`config.mk`:
```
export PLATFORM = sky130hd
export DESIGN_NAME = aes_hwpe_top
export DESIGN_NICKNAME = d
export VERILOG_FILES = /design/src/hw/aes_hwpe_pkg.sv /design/src/hw/aes_ctrl_regs.sv /design/src/hw/aes_fsm.sv /design/src/hw/aes_hwpe_top.sv /design/src/hw/aes_streamer.sv /design/src/hw/aes_whitening_engine.sv
export SDC_FILE = /design/constraint.sdc
export NUM_CORES = 1
export LEC_CHECK = 0
export ABC_AREA = 1
export ABC_CLOCK_PERIOD_IN_PS = 2700
export BUFFER_PORTS_ARGS = -buffer_cell sky130_fd_sc_hd__buf_2
export CORE_UTILIZATION = 50
export DETAILED_ROUTE_END_ITERATION = 16
export PLACE_DENSITY = 0.7
export SYNTH_ARGS = -nofsm -noshare
export SYNTH_HDL_FRONTEND = slang
export SYNTH_SLANG_ARGS = --single-unit
```
`constraint.sdc`:
```
create_clock -name clk -period 2.7 [get_ports clk]
set_input_delay 0.81 -clock clk [delete_from_list [all_inputs] [get_ports clk]]
set_output_delay 0.81 -clock clk [all_outputs]
set_load 0.01 [all_outputs]
```
`src/hw/aes_hwpe_pkg.sv`:
```
// Shared widths, register map, control and flag bundles, and FSM states for the whitening engine
`default_nettype none

package aes_hwpe_pkg;

  localparam int unsigned WORD_WIDTH          = 32;
  // Key width and default block size
  localparam int unsigned BLOCK_WORDS_DEFAULT = 4;

  typedef logic [WORD_WIDTH-1:0]                     word_t;
  typedef logic [WORD_WIDTH-1:0]                     addr_t;
  typedef logic [BLOCK_WORDS_DEFAULT*WORD_WIDTH-1:0] block_t;
  typedef logic [1:0]                                word_idx_t;
  typedef logic [2:0]                                reg_idx_t;

  // Host register map
  localparam reg_idx_t REG_INPUT_ADDR  = 3'd0;
  localparam reg_idx_t REG_OUTPUT_ADDR = 3'd1;
  localparam reg_idx_t REG_BYTE_LENGTH = 3'd2;
  localparam reg_idx_t REG_KEY0        = 3'd3;
  localparam reg_idx_t REG_KEY1        = 3'd4;
  localparam reg_idx_t REG_KEY2        = 3'd5;
  localparam reg_idx_t REG_KEY3        = 3'd6;
  localparam reg_idx_t REG_COMMAND     = 3'd7;

  // COMMAND register bits
  localparam int unsigned CMD_START_BIT = 0;
  localparam int unsigned CMD_CLEAR_BIT = 1;

  typedef enum logic [3:0] {
    AES_IDLE,
    AES_STARTING,
    AES_REQUEST_DATA,
    AES_REQUEST_DATA_WAIT,
    AES_WORKING,
    AES_SEND_DATA,
    AES_SEND_DATA_WAIT,
    AES_MEMORY_WRITE_WAIT,
    AES_FINISHED
  } aes_state_t;

  typedef struct packed {
    addr_t  input_addr;
    addr_t  output_addr;
    word_t  byte_length;
    block_t key;
  } ctrl_regfile_t;

  typedef struct packed {
    logic  src_req_start;
    addr_t src_addr;
    logic  snk_req_start;
    addr_t snk_addr;
  } ctrl_streamer_t;

  typedef struct packed {
    logic  src_done;
    word_t src_word;
    logic  snk_done;
  } flags_streamer_t;

  typedef struct packed {
    logic      clear;
    logic      load;
    word_idx_t word_idx;
    word_t     load_word;
    logic      enable;
    logic      data_out_valid;
  } ctrl_engine_t;

  typedef struct packed {
    word_t out_word;
  } flags_engine_t;

  typedef struct packed {
    logic  req;
    logic  we;
    addr_t addr;
    word_t wdata;
  } mem_port_t;

endpackage

`default_nettype wire

```
`src/hw/aes_ctrl_regs.sv`:
```
// Host register file holding the job description and key, decoding COMMAND into start and clear pulses
`default_nettype none

module aes_ctrl_regs (
  input  logic                        clk,
  input  logic                        reset_n,
  input  logic                        cfg_we_i,
  input  aes_hwpe_pkg::reg_idx_t      cfg_idx_i,
  input  aes_hwpe_pkg::word_t         cfg_wdata_i,
  input  logic                        busy_i,
  output aes_hwpe_pkg::ctrl_regfile_t regs_o,
  output logic                        start_o,
  output logic                        clear_o
);

  aes_hwpe_pkg::ctrl_regfile_t regs_q;
  logic                        cmd_write;
  logic                        param_lock;

  assign cmd_write  = cfg_we_i && (cfg_idx_i == aes_hwpe_pkg::REG_COMMAND);
  // Also lock in the start cycle, before busy rises
  assign param_lock = busy_i || start_o;

  always_ff @(posedge clk or negedge reset_n) begin
    if (!reset_n) begin
      regs_q <= '0;
    end else if (cfg_we_i && !param_lock) begin
      case (cfg_idx_i)
        aes_hwpe_pkg::REG_INPUT_ADDR:  regs_q.input_addr  <= cfg_wdata_i;
        aes_hwpe_pkg::REG_OUTPUT_ADDR: regs_q.output_addr <= cfg_wdata_i;
        aes_hwpe_pkg::REG_BYTE_LENGTH: regs_q.byte_length <= cfg_wdata_i;
        // KEY0 is the least significant key word
        aes_hwpe_pkg::REG_KEY0:        regs_q.key[31:0]   <= cfg_wdata_i;
        aes_hwpe_pkg::REG_KEY1:        regs_q.key[63:32]  <= cfg_wdata_i;
        aes_hwpe_pkg::REG_KEY2:        regs_q.key[95:64]  <= cfg_wdata_i;
        aes_hwpe_pkg::REG_KEY3:        regs_q.key[127:96] <= cfg_wdata_i;
        default: begin
          regs_q <= regs_q;
        end
      endcase
    end
  end

  // Command pulses, clear takes priority over start
  always_ff @(posedge clk or negedge reset_n) begin
    if (!reset_n) begin
      start_o <= 1'b0;
      clear_o <= 1'b0;
    end else begin
      start_o <= cmd_write && cfg_wdata_i[aes_hwpe_pkg::CMD_START_BIT]
                 && !cfg_wdata_i[aes_hwpe_pkg::CMD_CLEAR_BIT] && !param_lock;
      clear_o <= cmd_write && cfg_wdata_i[aes_hwpe_pkg::CMD_CLEAR_BIT];
    end
  end

  assign regs_o = regs_q;

endmodule

`default_nettype wire

```
`src/hw/aes_fsm.sv`:
```
// Block sequencer that fetches, whitens and writes back each block, raising done at the end of a job
`default_nettype none

module aes_fsm #(
  parameter int unsigned BLOCK_WORDS = 4
) (
  input  logic                          clk,
  input  logic                          reset_n,
  input  logic                          clear_i,
  input  logic                          start_i,
  input  aes_hwpe_pkg::ctrl_regfile_t   regs_i,
  output aes_hwpe_pkg::ctrl_streamer_t  streamer_ctrl_o,
  input  aes_hwpe_pkg::flags_streamer_t streamer_flags_i,
  output aes_hwpe_pkg::ctrl_engine_t    ctrl_engine_o,
  output logic                          busy_o,
  output logic                          done_o
);

  localparam int unsigned      CNT_W     = (BLOCK_WORDS > 1) ? $clog2(BLOCK_WORDS) : 1;
  localparam logic [CNT_W-1:0] LAST_WORD = CNT_W'(BLOCK_WORDS - 1);

  aes_hwpe_pkg::aes_state_t state_q;
  aes_hwpe_pkg::aes_state_t state_d;
  logic [CNT_W-1:0]         word_cnt_q;
  logic                     word_cnt_en;
  aes_hwpe_pkg::word_t      blocks_left_q;
  aes_hwpe_pkg::addr_t      block_off_q;
  aes_hwpe_pkg::addr_t      word_off;
  logic                     last_block;
  logic                     zero_len;

  // Only whole 16-byte blocks count
  assign zero_len   = (regs_i.byte_length[31:4] == '0);
  assign last_block = (blocks_left_q <= aes_hwpe_pkg::word_t'(1));
  assign word_off   = aes_hwpe_pkg::addr_t'(block_off_q * BLOCK_WORDS)
                      + aes_hwpe_pkg::addr_t'(word_cnt_q);

  always_ff @(posedge clk or negedge reset_n) begin
    if (!reset_n) begin
      state_q <= aes_hwpe_pkg::AES_IDLE;
    end else if (clear_i) begin
      state_q <= aes_hwpe_pkg::AES_IDLE;
    end else begin
      state_q <= state_d;
    end
  end

  // Word counter, restarted at every block phase boundary
  always_ff @(posedge clk or negedge reset_n) begin
    if (!reset_n) begin
      word_cnt_q <= '0;
    end else if (clear_i || state_q == aes_hwpe_pkg::AES_STARTING ||
                 state_q == aes_hwpe_pkg::AES_WORKING ||
                 state_q == aes_hwpe_pkg::AES_FINISHED) begin
      word_cnt_q <= '0;
    end else if (word_cnt_en) begin
      word_cnt_q <= word_cnt_q + 1'b1;
    end
  end

  always_ff @(posedge clk or negedge reset_n) begin
    if (!reset_n) begin
      blocks_left_q <= '0;
      block_off_q   <= '0;
    end else if (state_q == aes_hwpe_pkg::AES_STARTING) begin
      blocks_left_q <= {4'b0000, regs_i.byte_length[31:4]};
      block_off_q   <= '0;
    end else if (state_q == aes_hwpe_pkg::AES_FINISHED && !last_block) begin
      blocks_left_q <= blocks_left_q - 1'b1;
      block_off_q   <= block_off_q + 1'b1;
    end
  end

  always_comb begin
    state_d = state_q;
    case (state_q)
      aes_hwpe_pkg::AES_IDLE: begin
        if (start_i) begin
          state_d = aes_hwpe_pkg::AES_STARTING;
        end
      end
      aes_hwpe_pkg::AES_STARTING: begin
        state_d = zero_len ? aes_hwpe_pkg::AES_FINISHED : aes_hwpe_pkg::AES_REQUEST_DATA;
      end
      aes_hwpe_pkg::AES_REQUEST_DATA: begin
        state_d = aes_hwpe_pkg::AES_REQUEST_DATA_WAIT;
      end
      aes_hwpe_pkg::AES_REQUEST_DATA_WAIT: begin
        if (streamer_flags_i.src_done) begin
          state_d = (word_cnt_q == LAST_WORD) ? aes_hwpe_pkg::AES_WORKING
                                              : aes_hwpe_pkg::AES_REQUEST_DATA;
        end
      end
      aes_hwpe_pkg::AES_WORKING: begin
        state_d = aes_hwpe_pkg::AES_SEND_DATA;
      end
      aes_hwpe_pkg::AES_SEND_DATA: begin
        state_d = aes_hwpe_pkg::AES_SEND_DATA_WAIT;
      end
      aes_hwpe_pkg::AES_SEND_DATA_WAIT: begin
        if (streamer_flags_i.snk_done) begin
          state_d = aes_hwpe_pkg::AES_MEMORY_WRITE_WAIT;
        end
      end
      aes_hwpe_pkg::AES_MEMORY_WRITE_WAIT: begin
        state_d = (word_cnt_q == LAST_WORD) ? aes_hwpe_pkg::AES_FINISHED
                                            : aes_hwpe_pkg::AES_SEND_DATA;
      end
      aes_hwpe_pkg::AES_FINISHED: begin
        state_d = last_block ? aes_hwpe_pkg::AES_IDLE : aes_hwpe_pkg::AES_REQUEST_DATA;
      end
      default: begin
        state_d = aes_hwpe_pkg::AES_IDLE;
      end
    endcase
  end

  always_comb begin
    word_cnt_en = 1'b0;
    done_o      = 1'b0;

    streamer_ctrl_o.src_req_start = 1'b0;
    streamer_ctrl_o.src_addr      = regs_i.input_addr + (word_off << 2);
    streamer_ctrl_o.snk_req_start = 1'b0;
    streamer_ctrl_o.snk_addr      = regs_i.output_addr + (word_off << 2);

    ctrl_engine_o.clear          = (state_q == aes_hwpe_pkg::AES_IDLE);
    ctrl_engine_o.load           = 1'b0;
    ctrl_engine_o.word_idx       = aes_hwpe_pkg::word_idx_t'(word_cnt_q);
    ctrl_engine_o.load_word      = streamer_flags_i.src_word;
    ctrl_engine_o.enable         = 1'b0;
    ctrl_engine_o.data_out_valid = 1'b0;

    case (state_q)
      aes_hwpe_pkg::AES_REQUEST_DATA: begin
        streamer_ctrl_o.src_req_start = 1'b1;
      end
      aes_hwpe_pkg::AES_REQUEST_DATA_WAIT: begin
        if (streamer_flags_i.src_done) begin
          ctrl_engine_o.load = 1'b1;
          word_cnt_en        = 1'b1;
        end
      end
      aes_hwpe_pkg::AES_WORKING: begin
        ctrl_engine_o.enable = 1'b1;
      end
      aes_hwpe_pkg::AES_SEND_DATA: begin
        // Sink samples the engine word together with the request
        streamer_ctrl_o.snk_req_start = 1'b1;
        ctrl_engine_o.data_out_valid  = 1'b1;
      end
      aes_hwpe_pkg::AES_MEMORY_WRITE_WAIT: begin
        word_cnt_en = 1'b1;
      end
      aes_hwpe_pkg::AES_FINISHED: begin
        done_o = last_block && !clear_i;
      end
      default: begin
        word_cnt_en = 1'b0;
      end
    endcase
  end

  assign busy_o = (state_q != aes_hwpe_pkg::AES_IDLE);

endmodule

`default_nettype wire

```
`src/hw/aes_hwpe_top.sv`:
```
// Top level of the whitening accelerator with a host write port and a single-word memory port
`default_nettype none

module aes_hwpe_top #(
  parameter int unsigned BLOCK_WORDS = 4
) (
  input  logic                    clk,
  input  logic                    reset_n,
  input  logic                    cfg_we_i,
  input  aes_hwpe_pkg::reg_idx_t  cfg_idx_i,
  input  aes_hwpe_pkg::word_t     cfg_wdata_i,
  output aes_hwpe_pkg::mem_port_t mem_o,
  input  aes_hwpe_pkg::word_t     mem_rdata_i,
  output logic                    busy_o,
  output logic                    done_o
);

  aes_hwpe_pkg::ctrl_regfile_t   regs;
  logic                          start;
  logic                          clear;
  aes_hwpe_pkg::ctrl_streamer_t  streamer_ctrl;
  aes_hwpe_pkg::flags_streamer_t streamer_flags;
  aes_hwpe_pkg::ctrl_engine_t    engine_ctrl;
  aes_hwpe_pkg::flags_engine_t   engine_flags;

  aes_ctrl_regs aes_ctrl_regs_i (
    .clk         (clk),
    .reset_n     (reset_n),
    .cfg_we_i    (cfg_we_i),
    .cfg_idx_i   (cfg_idx_i),
    .cfg_wdata_i (cfg_wdata_i),
    .busy_i      (busy_o),
    .regs_o      (regs),
    .start_o     (start),
    .clear_o     (clear)
  );

  aes_fsm #(
    .BLOCK_WORDS (BLOCK_WORDS)
  ) aes_fsm_i (
    .clk              (clk),
    .reset_n          (reset_n),
    .clear_i          (clear),
    .start_i          (start),
    .regs_i           (regs),
    .streamer_ctrl_o  (streamer_ctrl),
    .streamer_flags_i (streamer_flags),
    .ctrl_engine_o    (engine_ctrl),
    .busy_o           (busy_o),
    .done_o           (done_o)
  );

  // Sink write data comes straight from the engine result word
  aes_streamer aes_streamer_i (
    .clk         (clk),
    .reset_n     (reset_n),
    .clear_i     (clear),
    .ctrl_i      (streamer_ctrl),
    .wdata_i     (engine_flags.out_word),
    .flags_o     (streamer_flags),
    .mem_o       (mem_o),
    .mem_rdata_i (mem_rdata_i)
  );

  aes_whitening_engine #(
    .BLOCK_WORDS (BLOCK_WORDS)
  ) aes_whitening_engine_i (
    .clk     (clk),
    .reset_n (reset_n),
    .ctrl_i  (engine_ctrl),
    .key_i   (regs.key),
    .flags_o (engine_flags)
  );

endmodule

`default_nettype wire

```
`src/hw/aes_streamer.sv`:
```
// Input source and output sink turning FSM request pulses into single-word memory reads and writes
`default_nettype none

module aes_streamer (
  input  logic                          clk,
  input  logic                          reset_n,
  input  logic                          clear_i,
  input  aes_hwpe_pkg::ctrl_streamer_t  ctrl_i,
  input  aes_hwpe_pkg::word_t           wdata_i,
  output aes_hwpe_pkg::flags_streamer_t flags_o,
  output aes_hwpe_pkg::mem_port_t       mem_o,
  input  aes_hwpe_pkg::word_t           mem_rdata_i
);

  aes_hwpe_pkg::mem_port_t mem_q;
  logic                    rd_pending_q;

  // Registered memory strobe, one word per request
  always_ff @(posedge clk or negedge reset_n) begin
    if (!reset_n) begin
      mem_q <= '0;
    end else if (clear_i) begin
      mem_q.req <= 1'b0;
      mem_q.we  <= 1'b0;
    end else if (ctrl_i.src_req_start) begin
      mem_q.req  <= 1'b1;
      mem_q.we   <= 1'b0;
      mem_q.addr <= ctrl_i.src_addr;
    end else if (ctrl_i.snk_req_start) begin
      mem_q.req   <= 1'b1;
      mem_q.we    <= 1'b1;
      mem_q.addr  <= ctrl_i.snk_addr;
      mem_q.wdata <= wdata_i;
    end else begin
      mem_q.req <= 1'b0;
      mem_q.we  <= 1'b0;
    end
  end

  // Read data returns one cycle after the strobe
  always_ff @(posedge clk or negedge reset_n) begin
    if (!reset_n) begin
      rd_pending_q <= 1'b0;
    end else if (clear_i) begin
      rd_pending_q <= 1'b0;
    end else begin
      rd_pending_q <= mem_q.req && !mem_q.we;
    end
  end

  assign mem_o = mem_q;

  assign flags_o.src_done = rd_pending_q;
  assign flags_o.src_word = mem_rdata_i;
  // Writes complete in the strobe cycle
  assign flags_o.snk_done = mem_q.req && mem_q.we;

endmodule

`default_nettype wire

```
`src/hw/aes_whitening_engine.sv`:
```
// Block buffer that gathers words, XORs the block with the key and returns result words by index
`default_nettype none

module aes_whitening_engine #(
  parameter int unsigned BLOCK_WORDS = 4
) (
  input  logic                        clk,
  input  logic                        reset_n,
  input  aes_hwpe_pkg::ctrl_engine_t  ctrl_i,
  input  aes_hwpe_pkg::block_t        key_i,
  output aes_hwpe_pkg::flags_engine_t flags_o
);

  localparam int unsigned KEY_WORDS = aes_hwpe_pkg::BLOCK_WORDS_DEFAULT;

  aes_hwpe_pkg::word_t [BLOCK_WORDS-1:0] block_q;
  aes_hwpe_pkg::word_t [KEY_WORDS-1:0]   key_words;

  // Word 0 of the key is its least significant word
  assign key_words = key_i;

  always_ff @(posedge clk or negedge reset_n) begin
    if (!reset_n) begin
      block_q <= '0;
    end else if (ctrl_i.clear) begin
      block_q <= '0;
    end else if (ctrl_i.enable) begin
      // AddRoundKey only, longer blocks reuse the key cyclically
      for (int i = 0; i < BLOCK_WORDS; i++) begin
        block_q[i] <= block_q[i] ^ key_words[i % KEY_WORDS];
      end
    end else if (ctrl_i.load) begin
      block_q[ctrl_i.word_idx] <= ctrl_i.load_word;
    end
  end

  // Result bus reads zero outside a valid output slot
  assign flags_o.out_word = ctrl_i.data_out_valid ? block_q[ctrl_i.word_idx] : '0;

endmodule

`default_nettype wire

```
; Yosys cells after proc, flatten, opt, wreduce, memory -nomap -nowiden
; Index checks and enable logic that the tools add are counted.
[op_classes]
n_addsub = 6
mul = 0
n_div = 0
n_lt_le_gt_ge = 3
eq_ne = 19
shifts = 0
n_mux = 35
bitwise_logic = 6
reduce_logical = 38
[op_table]
columns = op, count
row1 = $mux 128, 3
row2 = $mux 32, 6
row3 = $bwmux 128, 1
row4 = $xor 32x32->32, 4
row5 = $add 32x32->32, 2
row6 = $bmux 32 s2, 1
row7 = $demux 32 s2, 1
row8 = $mux 64, 1
row9 = $pmux 4 s9, 1
row10 = $mux 34, 1
row11 = $add 32x1->32 const B, 1
row12 = $le 32x1->1 const B, 1
row13 = $sub 32x1->32 const B, 1
row14 = $add 30x2->30, 1
row15 = $logic_not 28->1, 1
row16 = $mux 4, 6
row17 = $eq 4x3->1 const B, 4
row18 = $reduce_and 2->1, 8
row19 = $eq 3x3->1 const B, 4
row20 = $logic_and 1x1->1, 11
row21 = $mux 2, 5
row22 = $eq 4x2->1 const B, 2
row23 = $mux 1, 7
row24 = $eq 3x2->1 const B, 2
row25 = 20 further kinds, 32
[word_totals]
ff_bits = 491
latch_bits = 0
ram_bits = 0
rom_bits = 0
in_bits = 70
out_inout_bits = 68
n_memories = 0

; Logic depth before layout (Yosys ltp)
[logic_depth]
word_depth = 8
depth_mapped = 16

; Hierarchy
; From an unflattened synthesis, not the netlist that was laid out.
[hier_totals]
cells_unflattened = 4918
hier_area_um2 = 31331.3
[by_module_without_submodules]
columns = module, n_inst, cells_each, area_each_um2, seq_area_each_um2
row1 = aes_whitening_engine, 1, 1792, 9743.1, 3203.1
row2 = aes_fsm, 1, 1712, 9441.6, 1651.6
row3 = aes_ctrl_regs, 1, 992, 8878.5, 5655.4
row4 = aes_streamer, 1, 422, 3268.1, 1676.6

; Least setup slack after synthesis
; OpenSTA, ideal clock, no wires.
[synth_timing]
kind = register to register
startpoint = register aes_fsm_i.word_cnt_q[1]
endpoint = register aes_streamer_i.mem_q, in the netlist aes_streamer_i.mem_o[58]
setup_ps = 117
arrival_ps = 2277
required_ps = 2583
path_slack_ps = 306
stages_incl_launch_ff = 17
path_cell_list = dfrtp_1 > clkbuf_1 > inv_1 > clkbuf_1 > fa_1 > inv_1 > nand3_1 > nand3_1 > nand2_1 > nand2_1 > nand2_1 > nand3_1 > nand2_1 > nand3_1 > nand2_1 > nand2_1 > nand2_1
[synth_via]
elab_chain_len = 4
elab_cells_between_ends = 5
cone_classes = 3 x add/sub / 2 x mux
[synth_lines]
columns = item, line_no
row1 = start: declaration, aes_fsm.sv:24  ; logic [CNT_W-1:0] word_cnt_q;
row2 = start signal: assignment, aes_fsm.sv:57  ; word_cnt_q <= word_cnt_q + 1'b1;
row3 = $add 30x2->30 *, aes_fsm.sv:36  ; + aes_hwpe_pkg::addr_t'(word_cnt_q);
row4 = $add 32x32->32, aes_fsm.sv:125  ; streamer_ctrl_o.snk_addr = regs_i.output_addr + (word_off << 2);
row5 = $mux 64, aes_streamer.sv:29  ; end else if (ctrl_i.snk_req_start) begin
row6 = $mux 34 *, aes_streamer.sv:25  ; end else if (ctrl_i.src_req_start) begin
row7 = end: declaration, aes_streamer.sv:15  ; aes_hwpe_pkg::mem_port_t mem_q;
; Mark *: on every way between the ends. The rest lies on a longest branch, timed or not. The select of a mux whose other input is x is not followed.
; A chain may end at the register's enable or synchronous reset.

; Final worst setup path
[layout_timing]
startpoint = register aes_fsm_i.blocks_left_q[23]
endpoint = output done_o
[layout_via]
elab_chain_len = 3
[layout_lines]
columns = item, line_no
row1 = start: declaration, aes_fsm.sv:26  ; aes_hwpe_pkg::word_t blocks_left_q;
row2 = start signal: assignment, aes_fsm.sv:66  ; blocks_left_q <= {4'b0000, regs_i.byte_length[31:4]};
row3 = start signal: assignment, aes_fsm.sv:69  ; blocks_left_q <= blocks_left_q - 1'b1;
row4 = $le 32x1->1, aes_fsm.sv:34  ; assign last_block = (blocks_left_q <= aes_hwpe_pkg::word_t'(1));
row5 = $logic_and 1x1->1, aes_fsm.sv:156  ; done_o = last_block && !clear_i;
row6 = $mux 1, aes_fsm.sv:134  ; case (state_q)
row7 = end: declaration, aes_hwpe_top.sv:15  ; output logic done_o
; No other way between the ends.

==> insert_results.sql <==
INSERT INTO impl_metrics (metric_group, metric, value, unit) VALUES
('run_status', 'outcome', 'finished with violations', ''),
('run_status', 'violated_checks', 'setup timing', ''),
('route', 'postRouteWirelength', '92200', 'um'),
('worst_setup_path', 'criticalPathCategory', 'reg2out', ''),
('route', 'route.detailed.drc', '0', ''),
('grt', 'global_route.usage.total', '32.2', '%'),
('clocking', 'htree_num_levels', '2', ''),
('clocking', 'ctsHoldBuffers', '0', ''),
('cells_and_area', 'finish.utilization', '57.4', '%'),
('cells_and_area', 'syn_to_final_growth', '13.6', '%'),
('worst_setup_path', 'worst_setup_path_start_kind', 'flip-flop', ''),
('route', 'drt.antenna.violating_nets', '0', ''),
('pwr', 'peakVddDrop', '0.000701', 'V'),
('cells_and_area', 'finish.net_count', '4126', ''),
('placement', 'port_buffers', '137', ''),
('timing', 'worst_hold_slack', '0.0828', 'ns'),
('timing', 'postLayoutSetupSlackWorst', '-0.154', 'ns'),
('worst_setup_path', 'worst_path_largest_cell_delay', '0.39', 'ns'),
('timing', 'layout_worst_path_cycle_share', '106', '%'),
('placement', 'dp_hpwl', '61800', 'um'),
('grt', 'grt_pass1_vias', '25200', ''),
('worst_setup_path', 'crit_chain', 'nor2_2, nand2_2, nor2_4, nand3_2, nor4_4, buf_4, buf_6', ''),
('logic_synthesis', 'ys_types', '49', ''),
('floorplanning', 'core_region_area', '56300', 'um^2'),
('grt', 'grt_first_pass_wirelength', '144000', 'um'),
('logic_synthesis', 'synth_area_per_cell', '7.35', 'um^2'),
('route', 'drt_pass1_iterations', '6', ''),
('floorplanning', 'die_h', '240', 'um'),
('logic_synthesis', 'synth_cells', '3867', ''),
('worst_setup_path', 'r2r_setup_slack', '0.09', 'ns'),
('route', 'total_number_of_vias', '27000', ''),
('logic_synthesis', 'synth_top_cell_area_share', '42.5', '%'),
('floorplanning', 'start_util', '50.5', '%'),
('worst_setup_path', 'timing.critical_path.required', '1.89', 'ns'),
('hold_path', 'hp-class', 'in2async', ''),
('placement', 'place.detailed.instances', '4654', ''),
('timing', 'max_slew_margin', '51.3', '%'),
('worst_setup_path', 'path_delay_family', 'simple AND/OR/NAND/NOR gates', ''),
('clocking', 'clk-insertion-delay-late', '0.63', 'ns'),
('floorplanning', 'floorplan.rows', '87', ''),
('logic_synthesis', 'synth_top_family_by_area', 'simple AND/OR/NAND/NOR gates', ''),
('worst_setup_path', 'setup.worst_path.end_class', 'output port', ''),
('clocking', 'clock_slew_seen_by_the_registers_of_the_worst_setup_and_hold_paths', '0.06', 'ns'),
('route', 'via_per_inst', '5.65', ''),
('logic_synthesis', 'synthesis.nets', '4004', ''),
('logic_synthesis', 'post_synth_and_or_nand_nor_area_fraction', '26.4', '%'),
('timing', 'achievable-frequency', '350', 'MHz'),
('worst_setup_path', 'cpMaxStageDelayCell', 'sky130_fd_sc_hd__dfrtp_1', ''),
('logic_synthesis', 'mappedNetlistArea', '28400', 'um^2'),
('clocking', 'cts.sink_count', '483', ''),
('grt', 'grt_antenna_before_repair', '5', ''),
('logic_synthesis', 'ys_ff_latch', '483', ''),
('logic_synthesis', 'synth_compound_area_share', '18.7', '%'),
('logic_synthesis', 'synth-seq-area-share', '42.5', '%'),
('logic_synthesis', 'synth_largest_area_cell', 'sky130_fd_sc_hd__dfrtp_1', ''),
('cells_and_area', 'cell_count_final_fillers_out', '4789', ''),
('pwr', 'powerDensity', '1100', 'nW/um^2'),
('cells_and_area', 'mostFrequentLayoutCells', 'sky130_fd_sc_hd__nand2_1 (1,216), sky130_fd_sc_hd__dfrtp_1 (479), sky130_fd_sc_hd__o21ai_0 (352)', ''),
('timing', 'rsz0062_at_grt', 'yes', ''),
('timing', 'final_setup_violating_endpoints', '1', ''),
('floorplanning', 'io-pin-count', '138', ''),
('placement', 'globalplace.congestion', '1.00', ''),
('route', 'first_iter_violations', '2242', ''),
('grt', 'grt.overflow.total', '0', ''),
('timing', 'timing_max_transition_violations_final', '0', ''),
('cells_and_area', 'drive_gt1_share', '13.1', '%'),
('clocking', 'tritoncts', 'yes', ''),
('logic_synthesis', 'post_synth_main_area_contributors', 'sky130_fd_sc_hd__dfrtp_1 (43%), sky130_fd_sc_hd__nand2_1 (16%), sky130_fd_sc_hd__o21ai_0 (6.2%)', ''),
('worst_setup_path', 'crit_start', 'aes_fsm_i.blocks_left_q[23]$_DFFE_PN0P_', ''),
('route', 'avgRoutedWirePerCell', '19.3', 'um'),
('worst_setup_path', 'timing.critical_path.fanout_max', '3', '');
## registers in the layout, summed over array words and instances (netlist names)
register / cells
aes_fsm_i.word_cnt_q: 2
aes_fsm_i.blocks_left_q: 32
aes_ctrl_regs_i.clear_o: 1
aes_ctrl_regs_i.regs_o: 220
aes_whitening_engine_i.block_q: 128
aes_fsm_i.block_off_q: 28
aes_fsm_i.state_q: 4
aes_streamer_i.rd_pending_q: 1
aes_ctrl_regs_i.start_o: 1
aes_streamer_i.mem_o: 66
## path summary, 6_finish.rpt
check / endpoint / depth (start not counted)
max: done_o / 7
min in group clk: aes_streamer_i.mem_o[56]$_DFFE_PN0P_ / 2
min reg2reg: aes_streamer_i.mem_o[56]$_DFFE_PN0P_ / 2
max in group asynchronous: aes_streamer_i.mem_o[6]$_DFFE_PN0P_ / 3
min: aes_ctrl_regs_i.regs_o[203]$_DFFE_PN0P_ / 1
max reg2reg: aes_streamer_i.mem_o[46]$_DFFE_PN0P_ / 8
## final cells by class
type	instances	area, um^2
fill	5369	24000
multi-input combinational	2834	14300
sequential	483	12100
timing repair buffer	258	1800
clock buffer	75	1550
inverter	358	1350
tap	756	946
clock inverter	23	280
antenna	2	5.00
## cell usage after synthesis, drive strengths merged
cell and number:
o21bai 3, or2 79, a31oi 16, o31ai 4, xor2 25, o21a 18
o221ai 6, a22oi 52, nor2 212, nand4 36, o211ai 126, dfrtp 483
fa 2, clkinv 2, ha 65, nand2 1227, nor3 32, o21ai 421
clkbuf 126, nor3b 2, inv 356, buf 66, nand3 187, a21oi 269
nand3b 10, and2 3, mux2 14, a21o 1, and3 2, o2111ai 2
xnor2 9, nor4 11
## report_power, final
part / switching (mW) / total, mW / internal (mW)
Sequential: 2.35 / 12.9 / 10.5
Clock: 3.17 / 7.67 / 4.50
Combinational: 9.57 / 14.9 / 5.37
Total: 15.1 / 35.5 / 20.4
## metrics by stage
step           setup TNS (ns)  power, mW  worst slack [ns]  area [um^2]
6_report               -0.154       35.5            -0.154        32300
5_1_grt                -0.259       38.1            -0.241        32300
4_1_cts                -0.197       35.4            -0.191        32200
3_5_place_dp                0       27.3             0.169        30100
3_3_place_gp                0       26.9             0.211        30100
2_1_floorplan               0       22.5             0.306        28400
## cells by family (layout without fill, tap and decap cells)
logic type / after synthesis / after routing
mux: 14 / 14
buf+inv: 550 / 714
xor+xnor: 34 / 34
flops: 483 / 483
compound gates: 918 / 918
other cells: 0 / 2
simple gates: 1801 / 1801
fa+ha+maj: 67 / 67
## layer usage
layer  track usage, %  up-vias  wire [um]
met5                0        -         35
met4             16.4        6       4710
met3             4.99      243       6940
met2             51.1     1033      41900
met1             42.5    12700      38600
li1                 -    13000          -
## timing repair
item                                    in CTS  in global routing
endpoints found under the setup margin       1                 11
gates cloned                                 0                  0
buffers inserted                            30                  8
gates resized for setup                     20                 12
pin swaps                                   12                 10
No activity file was read; power rests on OpenSTA's default activity.
